===== config.mk =====
export PLATFORM = sky130hd
export DESIGN_NAME = lar_cpu
export DESIGN_NICKNAME = d
export VERILOG_FILES = /design/src/hdl/lar_isa_pkg.sv /design/src/hdl/lar_bus_pkg.sv /design/src/hdl/lar_file.sv /design/src/hdl/lane_alu.sv /design/src/hdl/mem_bus_guard.sv /design/src/hdl/lar_ctrl.sv /design/src/hdl/lar_cpu.sv
export SDC_FILE = /design/constraint.sdc
export NUM_CORES = 1
export LEC_CHECK = 0
export BUFFER_PORTS_ARGS = -buffer_cell sky130_fd_sc_hd__buf_2
export CORE_UTILIZATION = 50
export CTS_CLUSTER_SIZE = 25
export DETAILED_ROUTE_END_ITERATION = 8
export PLACE_DENSITY_LB_ADDON = 0.05
export SYNTH_ARGS = -nofsm -noshare
export SYNTH_HDL_FRONTEND = slang
export SYNTH_SLANG_ARGS = --single-unit

===== constraint.sdc =====
create_clock -name clk -period 9.1 [get_ports clk]
set_input_delay 2.73 -clock clk [delete_from_list [all_inputs] [get_ports clk]]
set_output_delay 2.73 -clock clk [all_outputs]
set_load 0.02 [all_outputs]

===== src/hdl/lar_isa_pkg.sv =====
package lar_isa_pkg;

	// opcodes, a zero word decodes as a no-op
	typedef enum logic [3:0]
	{
		op_ldw  = 4'h1,
		op_stw  = 4'h2,
		op_seta = 4'h3,
		op_add  = 4'h4,
		op_sub  = 4'h5,
		op_halt = 4'hf
	} opcode_t;

	// integer lane size of a LAR, code 3 behaves as sz32
	typedef enum logic [1:0]
	{
		sz8  = 2'd0,
		sz16 = 2'd1,
		sz32 = 2'd2
	} lane_size_t;

	// instruction word, msb first
	typedef struct packed
	{
		opcode_t opcode;
		logic [1:0] ra;
		logic [1:0] rb;
		logic [1:0] rc;
		lane_size_t size;
		logic [3:0] unused;
		logic [15:0] imm;
	} instr_t;

	// metadata carried by each LAR
	typedef struct packed
	{
		logic [15:0] addr;
		lane_size_t size;
	} lar_meta_t;

	// one LAR read port
	typedef struct packed
	{
		lar_meta_t meta;
		logic [31:0] data;
	} lar_rd_t;

	// LAR write port
	typedef struct packed
	{
		logic en;
		logic [1:0] idx;
		lar_meta_t meta;
		logic [31:0] data;
	} lar_wr_t;

	// word address of the first fetch
	localparam logic [15:0] reset_pc = 16'h0000;

endpackage


===== src/hdl/lar_bus_pkg.sv =====
package lar_bus_pkg;

	// guard to memory, word addressed
	typedef struct packed
	{
		logic req;
		logic we;
		logic [15:0] addr;
		logic [31:0] wdata;
	} bus_req_t;

	// memory to guard
	typedef struct packed
	{
		logic ack;
		logic [31:0] rdata;
	} bus_rsp_t;

	// controller to guard, start is a single cycle pulse
	typedef struct packed
	{
		logic start;
		logic we;
		logic [15:0] addr;
		logic [31:0] wdata;
	} mem_access_t;

	// guard to controller
	// rdata held until the next start
	typedef struct packed
	{
		logic done;
		logic [31:0] rdata;
	} mem_result_t;

endpackage


===== src/hdl/lar_file.sv =====
`timescale 1ns/1ps

module lar_file
	import lar_isa_pkg::*;
(
	input logic clk,
	input logic arst_n,
	input logic [1:0] rd_idx_a,
	input logic [1:0] rd_idx_b,
	input logic [1:0] rd_idx_c,
	input lar_wr_t wr,
	output lar_rd_t rd_a,
	output lar_rd_t rd_b,
	output lar_rd_t rd_c
);

	// four LARs, metadata and data side by side
	lar_rd_t lars [4];

	// single write port
	always_ff @(posedge clk or negedge arst_n)
	begin
		if (!arst_n)
		begin
			// address 0, widest lanes, zero data
			for (int i = 0; i < 4; i++)
			begin
				lars[i] <= '{meta: '{addr: 16'd0, size: sz32}, data: 32'd0};
			end
		end
		else if (wr.en)
		begin
			lars[wr.idx] <= '{meta: wr.meta, data: wr.data};
		end
	end

	// combinational reads
	// a write is visible only after the edge
	assign rd_a = lars[rd_idx_a];
	assign rd_b = lars[rd_idx_b];
	assign rd_c = lars[rd_idx_c];

	// controller folds size code 3 into sz32 before writing
	for (genvar k = 0; k < 4; k++)
	begin : g_size_chk
		a_size_legal: assert property (
			@(posedge clk) disable iff (!arst_n)
			(wr.en && (wr.idx == 2'(k))) |=> (lars[k].meta.size != 2'd3)
		)
		else
			$error("lar %0d holds lane size code 3", k);
	end

endmodule


===== src/hdl/lane_alu.sv =====
`timescale 1ns/1ps

module lane_alu
	import lar_isa_pkg::*;
(
	input logic [31:0] a,
	input logic [31:0] b,
	input lane_size_t size,
	input logic sub,
	output logic [31:0] y
);

	// one byte slice at a time, carry stops at lane edges
	logic [31:0] b_eff;
	logic carry;
	logic [8:0] sum;

	// true when byte idx opens a new lane
	function automatic logic lane_start(input int idx, input lane_size_t sz);
		case (sz)
			sz8:
				return 1'b1;
			sz16:
				return (idx % 2) == 0;
			default:
				return idx == 0;
		endcase
	endfunction

	always_comb
	begin
		// subtract is a + ~b + 1 inside each lane
		b_eff = sub ? ~b : b;
		carry = sub;
		sum = 9'd0;
		y = 32'd0;
		for (int i = 0; i < 4; i++)
		begin
			// fresh carry-in at each lane boundary
			if (lane_start(i, size))
			begin
				carry = sub;
			end
			sum = {1'b0, a[8*i +: 8]} + {1'b0, b_eff[8*i +: 8]} + {8'd0, carry};
			y[8*i +: 8] = sum[7:0];
			// ripple into the next byte of the same lane
			carry = sum[8];
		end
	end

endmodule


===== src/hdl/mem_bus_guard.sv =====
`timescale 1ns/1ps

module mem_bus_guard
	import lar_bus_pkg::*;
(
	input logic clk,
	input logic arst_n,
	input mem_access_t acc,
	output mem_result_t res,
	output bus_req_t bus_req,
	input bus_rsp_t bus_rsp
);

	typedef enum logic [1:0]
	{
		st_idle,
		st_wait_hi,
		st_wait_lo,
		st_done
	} state_t;

	state_t state;
	logic req_q;
	// request fields, latched on start
	logic we_q;
	logic [15:0] addr_q;
	logic [31:0] wdata_q;
	// read data, captured on the ack rise
	logic [31:0] rdata_q;

	// four-phase handshake sequencer
	always_ff @(posedge clk or negedge arst_n)
	begin
		if (!arst_n)
		begin
			state <= st_idle;
			req_q <= 1'b0;
		end
		else
		begin
			case (state)
				st_idle:
					if (acc.start)
					begin
						// req rises the cycle after start
						req_q <= 1'b1;
						state <= st_wait_hi;
					end
				st_wait_hi:
					if (bus_rsp.ack)
					begin
						req_q <= 1'b0;
						state <= st_wait_lo;
					end
				st_wait_lo:
					// memory has to drop ack before the next req
					if (!bus_rsp.ack)
						state <= st_done;
				default:
					state <= st_idle;
			endcase
		end
	end

	always_ff @(posedge clk)
	begin
		if (state == st_idle && acc.start)
		begin
			we_q <= acc.we;
			addr_q <= acc.addr;
			wdata_q <= acc.wdata;
		end
		if (state == st_wait_hi && bus_rsp.ack)
			rdata_q <= bus_rsp.rdata;
	end

	assign bus_req = '{req: req_q, we: we_q, addr: addr_q, wdata: wdata_q};
	// done is a single cycle pulse after ack fell
	assign res = '{done: (state == st_done), rdata: rdata_q};

	// controller must wait for done before the next start
	a_start_idle: assert property (
		@(posedge clk) disable iff (!arst_n)
		acc.start |-> (state == st_idle)
	)
	else
		$error("access started while the bus guard was busy");

	// a new req only once memory has let ack go low
	a_req_after_ack_low: assert property (
		@(posedge clk) disable iff (!arst_n)
		$rose(bus_req.req) |-> !$past(bus_rsp.ack)
	)
	else
		$error("bus req rose while ack was still high");

endmodule


===== src/hdl/lar_ctrl.sv =====
`timescale 1ns/1ps

module lar_ctrl
	import lar_isa_pkg::*;
	import lar_bus_pkg::*;
(
	input logic clk,
	input logic arst_n,
	input lar_rd_t rd_a,
	input lar_rd_t rd_b,
	input lar_rd_t rd_c,
	input mem_result_t res,
	output logic [1:0] rd_idx_a,
	output logic [1:0] rd_idx_b,
	output logic [1:0] rd_idx_c,
	output lar_wr_t wr,
	output mem_access_t acc,
	output logic halted
);

	typedef enum logic [2:0]
	{
		s_fetch,
		s_decode,
		s_exec,
		s_mem,
		s_wb,
		s_halted
	} state_t;

	state_t state;
	logic [15:0] pc;
	// set once the current access has been handed to the guard
	logic issued;
	instr_t ir;
	logic [31:0] alu_y;
	lane_size_t ld_size;

	always_ff @(posedge clk or negedge arst_n)
	begin
		if (!arst_n)
		begin
			state <= s_fetch;
			pc <= reset_pc;
			issued <= 1'b0;
		end
		else
		begin
			if (acc.start)
				issued <= 1'b1;
			else if (res.done)
				issued <= 1'b0;
			case (state)
				s_fetch:
					if (res.done)
					begin
						pc <= pc + 16'd1;
						state <= s_decode;
					end
				s_decode:
					case (ir.opcode)
						op_ldw, op_stw:
							state <= s_mem;
						op_seta, op_add, op_sub:
							state <= s_exec;
						op_halt:
							state <= s_halted;
						// unknown opcodes retire as no-ops
						default:
							state <= s_fetch;
					endcase
				s_exec:
					state <= s_fetch;
				s_mem:
					if (res.done)
						state <= (ir.opcode == op_ldw) ? s_wb : s_fetch;
				s_wb:
					state <= s_fetch;
				// halt is final, only reset leaves it
				default:
					state <= s_halted;
			endcase
		end
	end

	// instruction register, loaded when the fetch completes
	always_ff @(posedge clk)
	begin
		if (state == s_fetch && res.done)
			ir <= instr_t'(res.rdata);
	end

	assign rd_idx_a = ir.ra;
	assign rd_idx_b = ir.rb;
	assign rd_idx_c = ir.rc;

	// rb op rc, lane width taken from rb
	lane_alu alu_i (
		.a(rd_b.data),
		.b(rd_c.data),
		.size(rd_b.meta.size),
		.sub(ir.opcode == op_sub),
		.y(alu_y)
	);

	// size code 3 folded into sz32
	assign ld_size = (ir.size == sz8 || ir.size == sz16) ? ir.size : sz32;

	// one access per fetch or memory state
	always_comb
	begin
		acc = '0;
		acc.start = (state == s_fetch || state == s_mem) && !issued;
		if (state == s_fetch)
			acc.addr = pc;
		else if (ir.opcode == op_stw)
		begin
			// store goes to the address ra carries
			acc.we = 1'b1;
			acc.addr = rd_a.meta.addr;
			acc.wdata = rd_a.data;
		end
		else
			acc.addr = ir.imm;
	end

	always_comb
	begin
		// add and sub by default, result takes rb's metadata
		wr.en = 1'b0;
		wr.idx = ir.ra;
		wr.meta = rd_b.meta;
		wr.data = alu_y;
		if (state == s_exec)
		begin
			wr.en = 1'b1;
			if (ir.opcode == op_seta)
			begin
				wr.meta = '{addr: ir.imm, size: rd_a.meta.size};
				wr.data = rd_a.data;
			end
		end
		else if (state == s_wb)
		begin
			// load data still held by the guard
			wr.en = 1'b1;
			wr.meta = '{addr: ir.imm, size: ld_size};
			wr.data = res.rdata;
		end
	end

	assign halted = (state == s_halted);

endmodule


===== src/hdl/lar_cpu.sv =====
`timescale 1ns/1ps

module lar_cpu
	import lar_isa_pkg::*;
	import lar_bus_pkg::*;
(
	input logic clk,
	input logic arst_n,
	output bus_req_t bus_req,
	input bus_rsp_t bus_rsp,
	output logic halted
);

	// LAR file read and write ports
	logic [1:0] rd_idx_a;
	logic [1:0] rd_idx_b;
	logic [1:0] rd_idx_c;
	lar_rd_t rd_a;
	lar_rd_t rd_b;
	lar_rd_t rd_c;
	lar_wr_t wr;

	// controller to bus guard
	mem_access_t acc;
	mem_result_t res;

	// sequencer, also owns the ALU
	lar_ctrl ctrl_i (
		.clk(clk),
		.arst_n(arst_n),
		.rd_a(rd_a),
		.rd_b(rd_b),
		.rd_c(rd_c),
		.res(res),
		.rd_idx_a(rd_idx_a),
		.rd_idx_b(rd_idx_b),
		.rd_idx_c(rd_idx_c),
		.wr(wr),
		.acc(acc),
		.halted(halted)
	);

	lar_file lar_file_i (
		.clk(clk),
		.arst_n(arst_n),
		.rd_idx_a(rd_idx_a),
		.rd_idx_b(rd_idx_b),
		.rd_idx_c(rd_idx_c),
		.wr(wr),
		.rd_a(rd_a),
		.rd_b(rd_b),
		.rd_c(rd_c)
	);

	// sole owner of the external bus
	mem_bus_guard guard_i (
		.clk(clk),
		.arst_n(arst_n),
		.acc(acc),
		.res(res),
		.bus_req(bus_req),
		.bus_rsp(bus_rsp)
	);

endmodule


# [Yosys cells after proc, flatten, opt, wreduce, memory -nomap -nowiden]
# Cells that the tools add are included.
[totals] in_bits=35 n_memories=0 ramBits=0 reg_bits=332 latch_bits=0 mem_bits_ro=0
[op_classes] n_bitwise=5 addsub=9 n_mul=0 eq_ne=21 reduce_logical=23 n_div=0 order_cmp=4 n_mux=41 shifts=0
[ops] cell="$mux W50" count=8
[ops] cell="$bmux W50 S2" count=3
[ops] cell="$bwmux W200" count=1
[ops] cell="$demux W50 S2" count=1
[ops] cell="$mux W32" count=3
[ops] cell="$mux W16" count=2
[ops] cell="$not A32 Y32" count=1
[ops] cell="$add A8 B8 Y9" count=3
[ops] cell="$add A9 B1 Y9" count=3
[ops] cell="$add A16 B1 Y16 const B" count=1
[ops] cell="$mux W1" count=12
[ops] cell="$pmux W3 S4" count=1
[ops] cell="$ge A3 B3 Y1 const B" count=3
[ops] cell="$mux W3" count=3
[ops] cell="$not A2 Y3" count=3
[ops] cell="$pmux W3 S3" count=1
[ops] cell="$add A8 B1 Y8" count=1
[ops] cell="$add A8 B8 Y8" count=1
[ops] cell="$eq A4 B2 Y1 const B" count=2
[ops] cell="$eq A4 B3 Y1 const B" count=2
[ops] cell="$mux W2" count=4
[ops] cell="$reduce_or A2 Y1" count=4
[ops] cell="$eq A2 B1 Y1 const B" count=3
[ops] cell="$eq A3 B2 Y1 const B" count=2
[ops] cell="20 further kinds" count=35

# [Longest topological paths before layout]
# Gate-level depths: netlist of run 1.
[logic_depth] ltp_word=17 mapped_depth=39 mapped_depth_nobuf=37

# [Modules after synthesis]
# Synthesis of run 1 repeated with hierarchy kept, for this count alone.
[unflattened] cells_unflattened=1274 hier_area_um2=18656.6
[modules_own_cells] module="lar_file" seq_area_each_um2=5009.8 area_each_um2=10944.2 instances=1 cells_each=610
[modules_own_cells] module="lar_ctrl" seq_area_each_um2=1341.3 area_each_um2=3330.7 instances=1 cells_each=335
[modules_own_cells] module="mem_bus_guard" seq_area_each_um2=2507.4 area_each_um2=2696.3 instances=1 cells_each=106
[modules_own_cells] module="lane_alu" seq_area_each_um2=0.0 area_each_um2=1685.4 instances=1 cells_each=223

# [Least setup slack after synthesis of run 1]
# Ideal clock, no wire load.
[synth_path] path_type="register to register" from="register ctrl_i.ir (netlist bit ctrl_i.rd_idx_b[0])" to="register lar_file_i.lars[30] (netlist bit)" setup_ns=0.133 setup_slack_ns=-0.173 path_stages_with_launch=40 arrival_time_ns=9.140 required_time_ns=8.967 path_buffers=3 path_cell_list="edfxtp_1 > clkbuf_1 > buf_2 > buf_1 > mux4_2 > fa_1 > a21o_1 > a21oi_1 > o21bai_1 > a21oi_1 > o21bai_1 > a21oi_1 > o21ai_0 > fa_1 > fa_1 > a21o_1 > a21oi_1 > o21bai_1 > (+4 left out) > fa_1 > fa_1 > a21o_1 > a21oi_1 > o21bai_1 > a21o_1 > a21o_1 > a21oi_1 > o21ai_0 > fa_1 > fa_1 > a21o_1 > a21oi_1 > o21ai_0 > a21oi_1 > xnor2_1 > a21oi_1 > o21ai_0"
[synth_between] elab_chain_len=15 elab_cells_between_ends=24
[synth_rtl] element="start: declaration" line="lar_ctrl.sv:35" text="instr_t ir;"
[synth_rtl] element="start signal: assignment" line="lar_ctrl.sv:90" text="ir <= instr_t'(res.rdata);"
[synth_rtl] element="$not A2 Y3 (implied by the code) *" line="lar_file.sv:40" text="assign rd_b = lars[rd_idx_b];"
[synth_rtl] element="$bmux W50 S2 *" line="lar_file.sv:40"
[synth_rtl] element="$mux W50 (implied by the code) * (2 in a row)" line="lar_file.sv:40"
[synth_rtl] element="$add A8 B8 Y9 or $logic_not A2 Y1 (tied branches)" line="lane_alu.sv:44, lane_alu.sv:20"
[synth_rtl] element="$add A9 B1 Y9 or $mux W1 (tied branches)" line="lane_alu.sv:44, lane_alu.sv:20"
[synth_rtl] element="$mux W1" line="lane_alu.sv:40" text="if (lane_start(i, size))"
[synth_rtl] element="$add A9 B1 Y9" line="lane_alu.sv:44" text="sum = {1'b0, a[8*i +: 8]} + {1'b0, b_eff[8*i +: 8]} + {8'd0, carry};"
[synth_rtl] element="$mux W1" line="lane_alu.sv:40"
[synth_rtl] element="$add A9 B1 Y9" line="lane_alu.sv:44"
[synth_rtl] element="$mux W1" line="lane_alu.sv:40"
[synth_rtl] element="$add A8 B1 Y8 *" line="lane_alu.sv:44"
[synth_rtl] element="$mux W50 (on tied branches)" line="lar_ctrl.sv:143, lar_ctrl.sv:137"
[synth_rtl] element="$mux W50 *" line="lar_ctrl.sv:134" text="if (state == s_exec)"
[synth_rtl] element="$bwmux W200 *" line="lar_file.sv:33" text="lars[wr.idx] <= '{meta: wr.meta, data: wr.data};"
[synth_rtl] element="end signal: indexed assignment" line="lar_file.sv:28" text="lars[i] <= '{meta: '{addr: 16'd0, size: sz32}, data: 32'd0};"
[synth_rtl] element="end signal: indexed assignment" line="lar_file.sv:33"
[synth_rtl] element="end: declaration" line="lar_file.sv:18" text="lar_rd_t lars [4];"
# Every way passes the cells marked *; elsewhere a longest branch is shown, timed or not. The select of a mux whose other input is x is not followed.
# A chain may end at the register's enable or synchronous reset.

# [Final worst setup path of run 1]
[layout_path] from="register ctrl_i.ir (netlist bit ctrl_i.rd_idx_c[0])" to="register lar_file_i.lars[30] (netlist bit)"
[layout_between] elab_chain_len=17 elab_cells_between_ends=21
[layout_rtl] element="$not A2 Y3 (implied by the code) *" line="lar_file.sv:41" text="assign rd_c = lars[rd_idx_c];"
[layout_rtl] element="$bmux W50 S2 *" line="lar_file.sv:41"
[layout_rtl] element="$mux W32 (implied by the code) * (2 in a row)" line="lar_file.sv:41"
[layout_rtl] element="$not A32 Y32" line="lane_alu.sv:33" text="b_eff = sub ? ~b : b;"
[layout_rtl] element="$mux W32 *" line="lane_alu.sv:33"
[layout_rtl] element="$add A8 B8 Y9" line="lane_alu.sv:44"
[layout_rtl] element="$add A9 B1 Y9" line="lane_alu.sv:44"
[layout_rtl] element="$mux W1" line="lane_alu.sv:40"
[layout_rtl] element="$add A9 B1 Y9" line="lane_alu.sv:44"
[layout_rtl] element="$mux W1" line="lane_alu.sv:40"
[layout_rtl] element="$add A9 B1 Y9" line="lane_alu.sv:44"
[layout_rtl] element="$mux W1" line="lane_alu.sv:40"
[layout_rtl] element="$add A8 B1 Y8 *" line="lane_alu.sv:44"
[layout_rtl] element="$mux W50 (on tied branches)" line="lar_ctrl.sv:143, lar_ctrl.sv:137"
[layout_rtl] element="$mux W50 *" line="lar_ctrl.sv:134"
[layout_rtl] element="$bwmux W200 *" line="lar_file.sv:33"
# Marks and branches as above.

==> metrics, run 1 <==
outcome complete, no violations; largest net degree at the start of global routing 84; GP Congestion 0.840; clock insertion delay at the later pin of the skew report 0.55 ns; synth cell count leaders dfrtp_1, a21oi_1, nor2_1, mux4_2, edfxtp_1; Tot Pwr 7500 uW; htree depth 2; FF+latch count, synth 332; maxcap violations 0; Min-Delay Path Class flip-flop to flip-flop; R2R depth 37; YS warnings 0; Async S/R FF share, synth 0.672; Fin Setup TNS 0 ns; Max Slew Vio Count 0; initial DRC count 787; critical path class flip-flop to flip-flop; Core Rows 68; number of synthesized flops with an enable pin 109; register-to-register setup slack 0.53 ns; synthesized area per cell 12.6 um^2; Hold Crit Start guard_i.rdata_q[31]$_DFFE_PP_; Worst Hold Path EP ctrl_i.ir[31]$_DFFE_PP_; Peak VDD IR 0.197 mV; Slew @ Worst Pin 1.05 ns; R2R Path End lar_file_i.lars[30]$_DFFE_PN0P_; slowest stage cell, crit path mux4_2; fin worst setup slack 0.532 ns; cell with the most instances after synthesis dfrtp_1; initial antenna violation count 0; Via density 5.95; Post-route DRC 0; vias in the first global route 11800; Initial Util 0.509; CTS max path bufs 3; Post-DP HPWL 28100 um; Top FF cell, synth dfrtp_1; pre-CTS WS -0.157 ns; Routed WL 44400 um; routed len/inst 22.7 um; Finished Cell Area 0.0199 mm^2; worst reg2reg startpoint ctrl_i.rd_idx_c[0]$_DFFE_PP_; first-pass GRT wire length 69400 um; Tcrit/Tclk final 0.942; Worst-path clk slew 0.06 ns; fin nets 1546; Yosys top cell by area dfrtp_1; Clock Skews 0.0170 ns; Slew HR 0.298; die footprint 0.0359 mm^2; Cells after Synth 1391; Top Ports 86; Root Driver clkbuf_16; PD cells 376 mW/mm^2; RSZ-0062 raised after global routing no; setup violators final 0; die width 190 um; hold path cells 0; post-layout min period 8.57 ns; Crit. End Element flip-flop; Yosys top cell area share 0.312; Cell variety after synth 54; GRT overflow 0; CTS tree done; GRT Overall Usage 0.258; Pleak 0.00827 uW; chip height 190 um; crit path max fanout 4; Final Hold Fails 0; startpoint types flip-flop; Seq/Total Area, Yosys 0.504; CTS buffer count 39; syn nets 1465; Synth Cell Area 0.0176 mm^2; via count 11700; CTS hold repair buffers 0; Cell Area, Placed 0.0187 mm^2; Sink Count 332; fmax 117 MHz; ranking of synthesized cells by area dfrtp_1, edfxtp_1, mux4_2; core footprint 0.0345 mm^2; Area Growth Syn to Fin 13.4%; layout cell share with drive strength beyond 1 0.274; post-route ant nets 0; CP Data Arrival Time 8.97 ns; DRT Pass-1 Iters 5; Crit path required time 9.50 ns; PortBufs 85; CP max stage delay 0.57 ns
per-stage QoR:
step                utilization  hold slack (ns)  instances
floorplan                     -            0.426       1391
global placement          0.541            0.449       1885
detailed placement        0.541            0.452       1885
CTS                       0.576            0.467       1957
global route              0.577            0.481       1957
finish                    0.577            0.461       1958
cells in the final DEF (no fill, tap or decap), types with 32 or more instances in the layout:
cell type,count
a21oi_1,148
and3_1,37
buf_2,84
buf_4,55
clkbuf_16,41
dfrtp_1,219
edfxtp_1,109
ha_1,32
mux2_2,53
mux2i_1,40
mux4_2,132
nand2_1,81
nor2_1,142
o21ai_0,57
xnor2_1,57
final cells by class:
class	count	area, um^2
antenna	1	2.50
clock buffer	62	1110
clock inverter	9	97.6
fill	2903	14600
inverter	17	63.8
multi-input combinational	941	8360
sequential	332	8860
tap	455	569
timing repair buffer	141	868
where the power goes:
group          internal [uW]  switching (uW)  total [uW]
combinational           1630            1850        3480
sequential              2110             398        2510
clock                    896             611        1510
total                   4640            2860        7500
critical path, delay by kind of cell (launching register included):
kind | cells | cell delay (ns)
DFF | 1 | 0.41
xor gates and xnor gates | 1 | 0.10
adders and majority gates | 7 | 3.02
muxes | 2 | 0.92
AOI/OAI and AO/OA | 27 | 3.96
how the worst max path moves through the flow:
stage | start | slack (ns) | end
after CTS | ctrl_i.rd_idx_c[0]$_DFFE_PP_ | 0.05 | lar_file_i.lars[30]$_DFFE_PN0P_
after global placement | ctrl_i.rd_idx_c[0]$_DFFE_PP_ | 0.11 | lar_file_i.lars[128]$_DFFE_PN0P_
after global routing | ctrl_i.rd_idx_c[0]$_DFFE_PP_ | 0.02 | lar_file_i.lars[30]$_DFFE_PN0P_
final | ctrl_i.rd_idx_c[0]$_DFFE_PP_ | 0.53 | lar_file_i.lars[30]$_DFFE_PN0P_
after floorplan | ctrl_i.rd_idx_c[0]$_DFFE_PP_ | 0.07 | lar_file_i.lars[30]$_DFFE_PN0P_
after detailed placement | ctrl_i.rd_idx_c[0]$_DFFE_PP_ | -0.16 | lar_file_i.lars[30]$_DFFE_PN0P_
cell families after synthesis:
logic type	after synthesis	share of synthesized area
DFF	332	0.504
muxes	230	0.230
buffers and inverters	118	0.0270
and+or+nand+nor	317	0.0802
xor gates and xnor gates	68	0.0339
AOI/OAI and AO/OA	287	0.0944
adders and majority gates	39	0.0307
sequential cells by signal (all words and copies together), names as in the netlist:
| name | count |
|---|---|
| lar_file_i.lars | 200 |
| guard_i.rdata_q | 32 |
| guard_i.wdata_q | 32 |
| ctrl_i.ir | 22 |
| ctrl_i.pc | 16 |
| guard_i.addr_q | 16 |
| ctrl_i.state | 3 |
| ctrl_i.rd_idx_a | 2 |
| ctrl_i.rd_idx_b | 2 |
| ctrl_i.rd_idx_c | 2 |
| guard_i.state | 2 |
| ctrl_i.issued | 1 |
| guard_i.req_q | 1 |
| guard_i.we_q | 1 |
layer usage:
metal	part of all wire	vias to the layer above	GRT usage
met5	0	-	0
met2	0.49	311	0.425
li1	-	5370	-
met1	0.43	5880	0.348
met3	0.043	90	0.0367
met4	0.031	0	0.0989
timing repair:
action,in CTS,in global routing
setup buffers,1,0
pin swaps,0,4
gates resized for setup,4,9
endpoints found under the setup margin,12,22
gates cloned,0,0
No activity file was read; power rests on OpenSTA's default activity.
==> inputs of run 2 (changes only) <==
- CTS_BUF_LIST: not set -> sky130_fd_sc_hd__clkbuf_4
==> metrics, run 2 (synthesis gave the netlist of run 1 again) <==
critical path class flip-flop to flip-flop; Sink Count 332; chip height 190 um; Min-Delay Path Class flip-flop to flip-flop; Crit. End Element flip-flop; Slew HR 0.302; via count 11900; Most flops, register lar_file_i.lars; vias in the first global route 12200; post-layout min period 8.60 ns; Top Ports 86; outcome complete, no violations; Worst-path clk slew 0.07 ns; Initial Util 0.509; Slew @ Worst Pin 1.05 ns; max reg flops 200; crit path max fanout 4; GRT Overall Usage 0.261; initial antenna violation count 1; biggest regs lar_file_i.lars x200, guard_i.rdata_q x32, guard_i.wdata_q x32; slowest stage cell, crit path mux4_2; maxcap violations 0; Tcrit/Tclk final 0.946; Clock Skews 0.0279 ns; Post-Layout Cell Count 2049; largest net degree at the start of global routing 84; Root Driver clkbuf_4; Via density 5.81; layout cell share with drive strength beyond 1 0.320; GRT overflow 0; first-pass GRT wire length 70000 um; GP Congestion 0.840; Core Rows 68; post-route ant nets 0; Routed WL 44800 um; fin nets 1596; die width 190 um; RSZ-0062 raised after global routing no; CTS hold repair buffers 0; Tot Pwr 7300 uW; PortBufs 85; DRT Pass-1 Iters 5; routed len/inst 21.9 um; CP max stage delay 0.57 ns; Post-route DRC 0; Placed Instances 1885; die footprint 0.0359 mm^2; clock insertion delay at the later pin of the skew report 0.75 ns; htree depth 3; Post-DP HPWL 28100 um; Crit path required time 9.71 ns; Pleak 0.00838 uW; setup violators final 0; commonest non-fill, non-tap cell in the layout dfrtp_1; Fin Hold WS 0.464 ns; core footprint 0.0345 mm^2; fmax 116 MHz; CTS tree done; startpoint types flip-flop; Peak VDD IR 0.147 mV; PD cells 368 mW/mm^2; Area Growth Syn to Fin 12.9%; CTS buffer count 90; initial DRC count 661; commonest non-fill, non-tap cells in the layout dfrtp_1, a21oi_1, nor2_1, clkbuf_4, mux4_2; postcts setup bufs 0; Final Hold Fails 0; utilization after layout 0.575; Max Slew Vio Count 0; CP Data Arrival Time 9.22 ns; CTS max path bufs 3
==> run 2: cell count changes in the layout (fill, tap and decap cells not counted), sizes merged <==
cell	before	now
bufinv	2	0
buf	141	140
clkbuf	62	137
clkinvlp	2	0
clkinv	5	23
inv	17	20
==> run 2: path summary, 6_finish.rpt <==
check / from / to / slack (ns) / depth (start not counted)
setup / recovery: ctrl_i.rd_idx_c[0]$_DFFE_PP_ / lar_file_i.lars[31]$_DFFE_PN0P_ / 0.50 / 36
min in group asynchronous: arst_n / lar_file_i.lars[137]$_DFFE_PN0P_ / 1.96 / 1
hold reg to reg: guard_i.rdata_q[31]$_DFFE_PP_ / ctrl_i.ir[31]$_DFFE_PP_ / 0.46 / 0
hold / removal: guard_i.rdata_q[31]$_DFFE_PP_ / ctrl_i.ir[31]$_DFFE_PP_ / 0.46 / 0
setup reg to reg: ctrl_i.rd_idx_c[0]$_DFFE_PP_ / lar_file_i.lars[31]$_DFFE_PN0P_ / 0.50 / 36
max in group asynchronous: arst_n / lar_file_i.lars[116]$_DFFE_PN0P_ / 5.68 / 2
==> run 2: where the power goes <==
part | internal (uW) | switching [uW] | leakage, uW
Clock | 687 | 630 | 0.000696
Combinational | 1630 | 1850 | 0.00388
Sequential | 2110 | 399 | 0.00380
Total | 4430 | 2880 | 0.00838
==> run 2: final cells by class <==
type,instances,area (um^2)
Fill cell,2985,14700
Tap cell,455,569
Timing Repair Buffer,140,861
Sequential cell,332,8860
Clock buffer,137,1030
Antenna cell,1,2.50
Clock inverter,26,106
Inverter,17,63.8
Multi-Input combinational cell,941,8360
==> run 2: worst max-delay path: cells and delay by family (launching register included) <==
family          cells  cell delay, ns
compound gates     26            4.07
fa+ha+maj           6            2.57
mux                 3            1.23
flops               1            0.44
xor+xnor            1            0.15
==> run 2: layer usage <==
metal | up-vias | track usage | part of all wire
li1 | 5515 | - | -
met1 | 5982 | 0.345 | 0.43
met2 | 324 | 0.430 | 0.50
met3 | 87 | 0.0467 | 0.047
met4 | 0 | 0.0986 | 0.025
met5 | - | 0 | 0
==> run 2: what timing repair did <==
item	CTS	global route
endpoints found under the setup margin	12	23
pin swaps	0	4
gates resized for setup	5	8
==> run 2: per-stage QoR <==
| stage | setup WS [ns] | instance area (um^2) | setup TNS (ns) |
|---|---|---|---|
| floorplan | 0.0715 | 17600 | 0 |
| finish | 0.496 | 19800 | 0 |
| CTS | 0.0571 | 19800 | 0 |
| detailed placement | -0.157 | 18700 | -1.21 |
| global route | 0.00932 | 19800 | 0 |
| global placement | 0.109 | 18700 | 0 |
==> inputs of run 3 (changes only) <==
- clock period: 9.1 -> 8.15 ns (I/O delays scaled with it)
==> metrics, run 3 (synthesis gave the netlist of run 1 again) <==
Crit path required time 8.79 ns; Final Hold Fails 0; Routed WL 45800 um; core footprint 0.0345 mm^2; CP max stage delay 0.55 ns; die footprint 0.0359 mm^2; Root Driver clkbuf_4; clock insertion delay at the later pin of the skew report 0.77 ns; first-pass GRT wire length 71600 um; critical path class flip-flop to flip-flop; crit path max fanout 4; utilization after layout 0.586; Slew HR 0.304; fmax 125 MHz; commonest non-fill, non-tap cells in the layout dfrtp_1, nor2_1, a21oi_1, clkbuf_4, mux4_2; setup violators final 0; PortBufs 85; fin nets 1625; CTS buffer count 93; largest net degree at the start of global routing 84; post-layout min period 8.02 ns; outcome complete, no violations; Min-Delay Path Class flip-flop to flip-flop; layout cell share with drive strength beyond 1 0.346; Tcrit/Tclk final 0.984; Most Frequent Cell on Critical Path a21oi_2; Crit path max-delay family compound AO/OA/AOI/OAI gates; Post-route DRC 0; Fillers 2946; buffers plus inverters on the worst setup path 0; Core Rows 68; Most flops, register lar_file_i.lars; initial DRC count 872; maxcap violations 0; Top Ports 86; CP Data Arrival Time 8.66 ns; via count 12200; Via density 5.86; routed len/inst 22.0 um; GRT Overall Usage 0.266; Slew @ Worst Pin 1.04 ns; vias in the first global route 12400; DRT Pass-1 Iters 5; PD cells 421 mW/mm^2; Sink Count 332; biggest regs lar_file_i.lars x200, guard_i.rdata_q x32, guard_i.wdata_q x32; slowest stage cell, crit path mux4_2; post-route ant nets 0; CTS max path bufs 3; CTS tree done; Post-Layout Cell Count 2084; CTS hold repair buffers 0; Crit. End Element flip-flop; initial antenna violation count 1; startpoint types flip-flop; GRT overflow 0; Placed Instances 1906; RSZ-0062 raised after global routing yes; Max Slew Vio Count 0; GP Congestion 0.810; commonest non-fill, non-tap cell in the layout dfrtp_1; Pleak 0.00858 uW; Worst-path clk slew 0.07 ns; max reg flops 200; Peak VDD IR 0.233 mV; chip height 190 um; Initial Util 0.509; Clock Skews 0.0364 ns; Multi-input gate area 0.00846 mm^2; die width 190 um; Area Growth Syn to Fin 15.1%; htree depth 3; Register Area 0.00886 mm^2; Post-DP HPWL 28000 um
[run 3: path summary, 6_finish.rpt]
path,start,endpoint,slack (ns),cells after the start
max,ctrl_i.rd_idx_c[0]$_DFFE_PP_,lar_file_i.lars[78]$_DFFE_PN0P_,0.13,36
min,guard_i.rdata_q[31]$_DFFE_PP_,ctrl_i.ir[31]$_DFFE_PP_,0.46,0
max reg2reg,ctrl_i.rd_idx_c[0]$_DFFE_PP_,lar_file_i.lars[78]$_DFFE_PN0P_,0.13,36
max in group asynchronous,arst_n,lar_file_i.lars[65]$_DFFE_PN0P_,4.94,2
min reg2reg,guard_i.rdata_q[31]$_DFFE_PP_,ctrl_i.ir[31]$_DFFE_PP_,0.46,0
min in group asynchronous,arst_n,ctrl_i.pc[0]$_DFFE_PN0P_,1.69,1
[run 3: per-layer routing]
metal | wire length (um) | up-vias | global-route usage
met1 | 19700 | 6198 | 0.357
li1 | - | 5583 | -
met2 | 22700 | 357 | 0.438
met3 | 2320 | 74 | 0.0474
met5 | 0 | - | 0
met4 | 1040 | 0 | 0.0927
[run 3: layout make-up]
class,count,area share
diodes,1,0.000124
multi-input cells,941,0.418
clock inverters,32,0.00909
well taps,455,0.0281
clock buffers,140,0.0519
inverters,17,0.00315
flip-flops and latches,332,0.438
repair buffers,166,0.0518
[run 3: worst reg2reg max path, delay by kind of cell, from the launching register on]
kind                       cells  cell delay, ns
adders and majority gates      7            2.75
muxes                          3            1.17
DFF                            1            0.41
xor gates and xnor gates       1            0.10
AOI/OAI and AO/OA             25            3.49
[run 3: what timing repair did]
item                                    CTS  global route
endpoints found under the setup margin   24            24
resized for setup                        10            19
pin swaps                                 9            28
buffers inserted                          0             5
[run 3: metrics by stage]
| step | hold WS [ns] | cell area (um^2) | setup slack (ns) | setup TNS (ns) | power, uW |
|---|---|---|---|---|---|
| after floorplan | 0.426 | 17700 | 0.0507 | 0 | 5650 |
| after global routing | 0.491 | 20200 | -0.259 | -3.56 | 9160 |
| final | 0.458 | 20200 | 0.131 | 0 | 8530 |
| after CTS | 0.463 | 20100 | 0.0175 | 0 | 8480 |
| after global placement | 0.441 | 18900 | -0.169 | -2.16 | 6740 |
| after detailed placement | 0.447 | 18900 | -0.296 | -4.96 | 6830 |
[run 3: report_power, final]
group          internal [uW]  switching (uW)  leakage [uW]  total [uW]
registers               2360             446       0.00380        2800
clock network            851             733      0.000751        1580
logic                   1970            2170       0.00403        4140
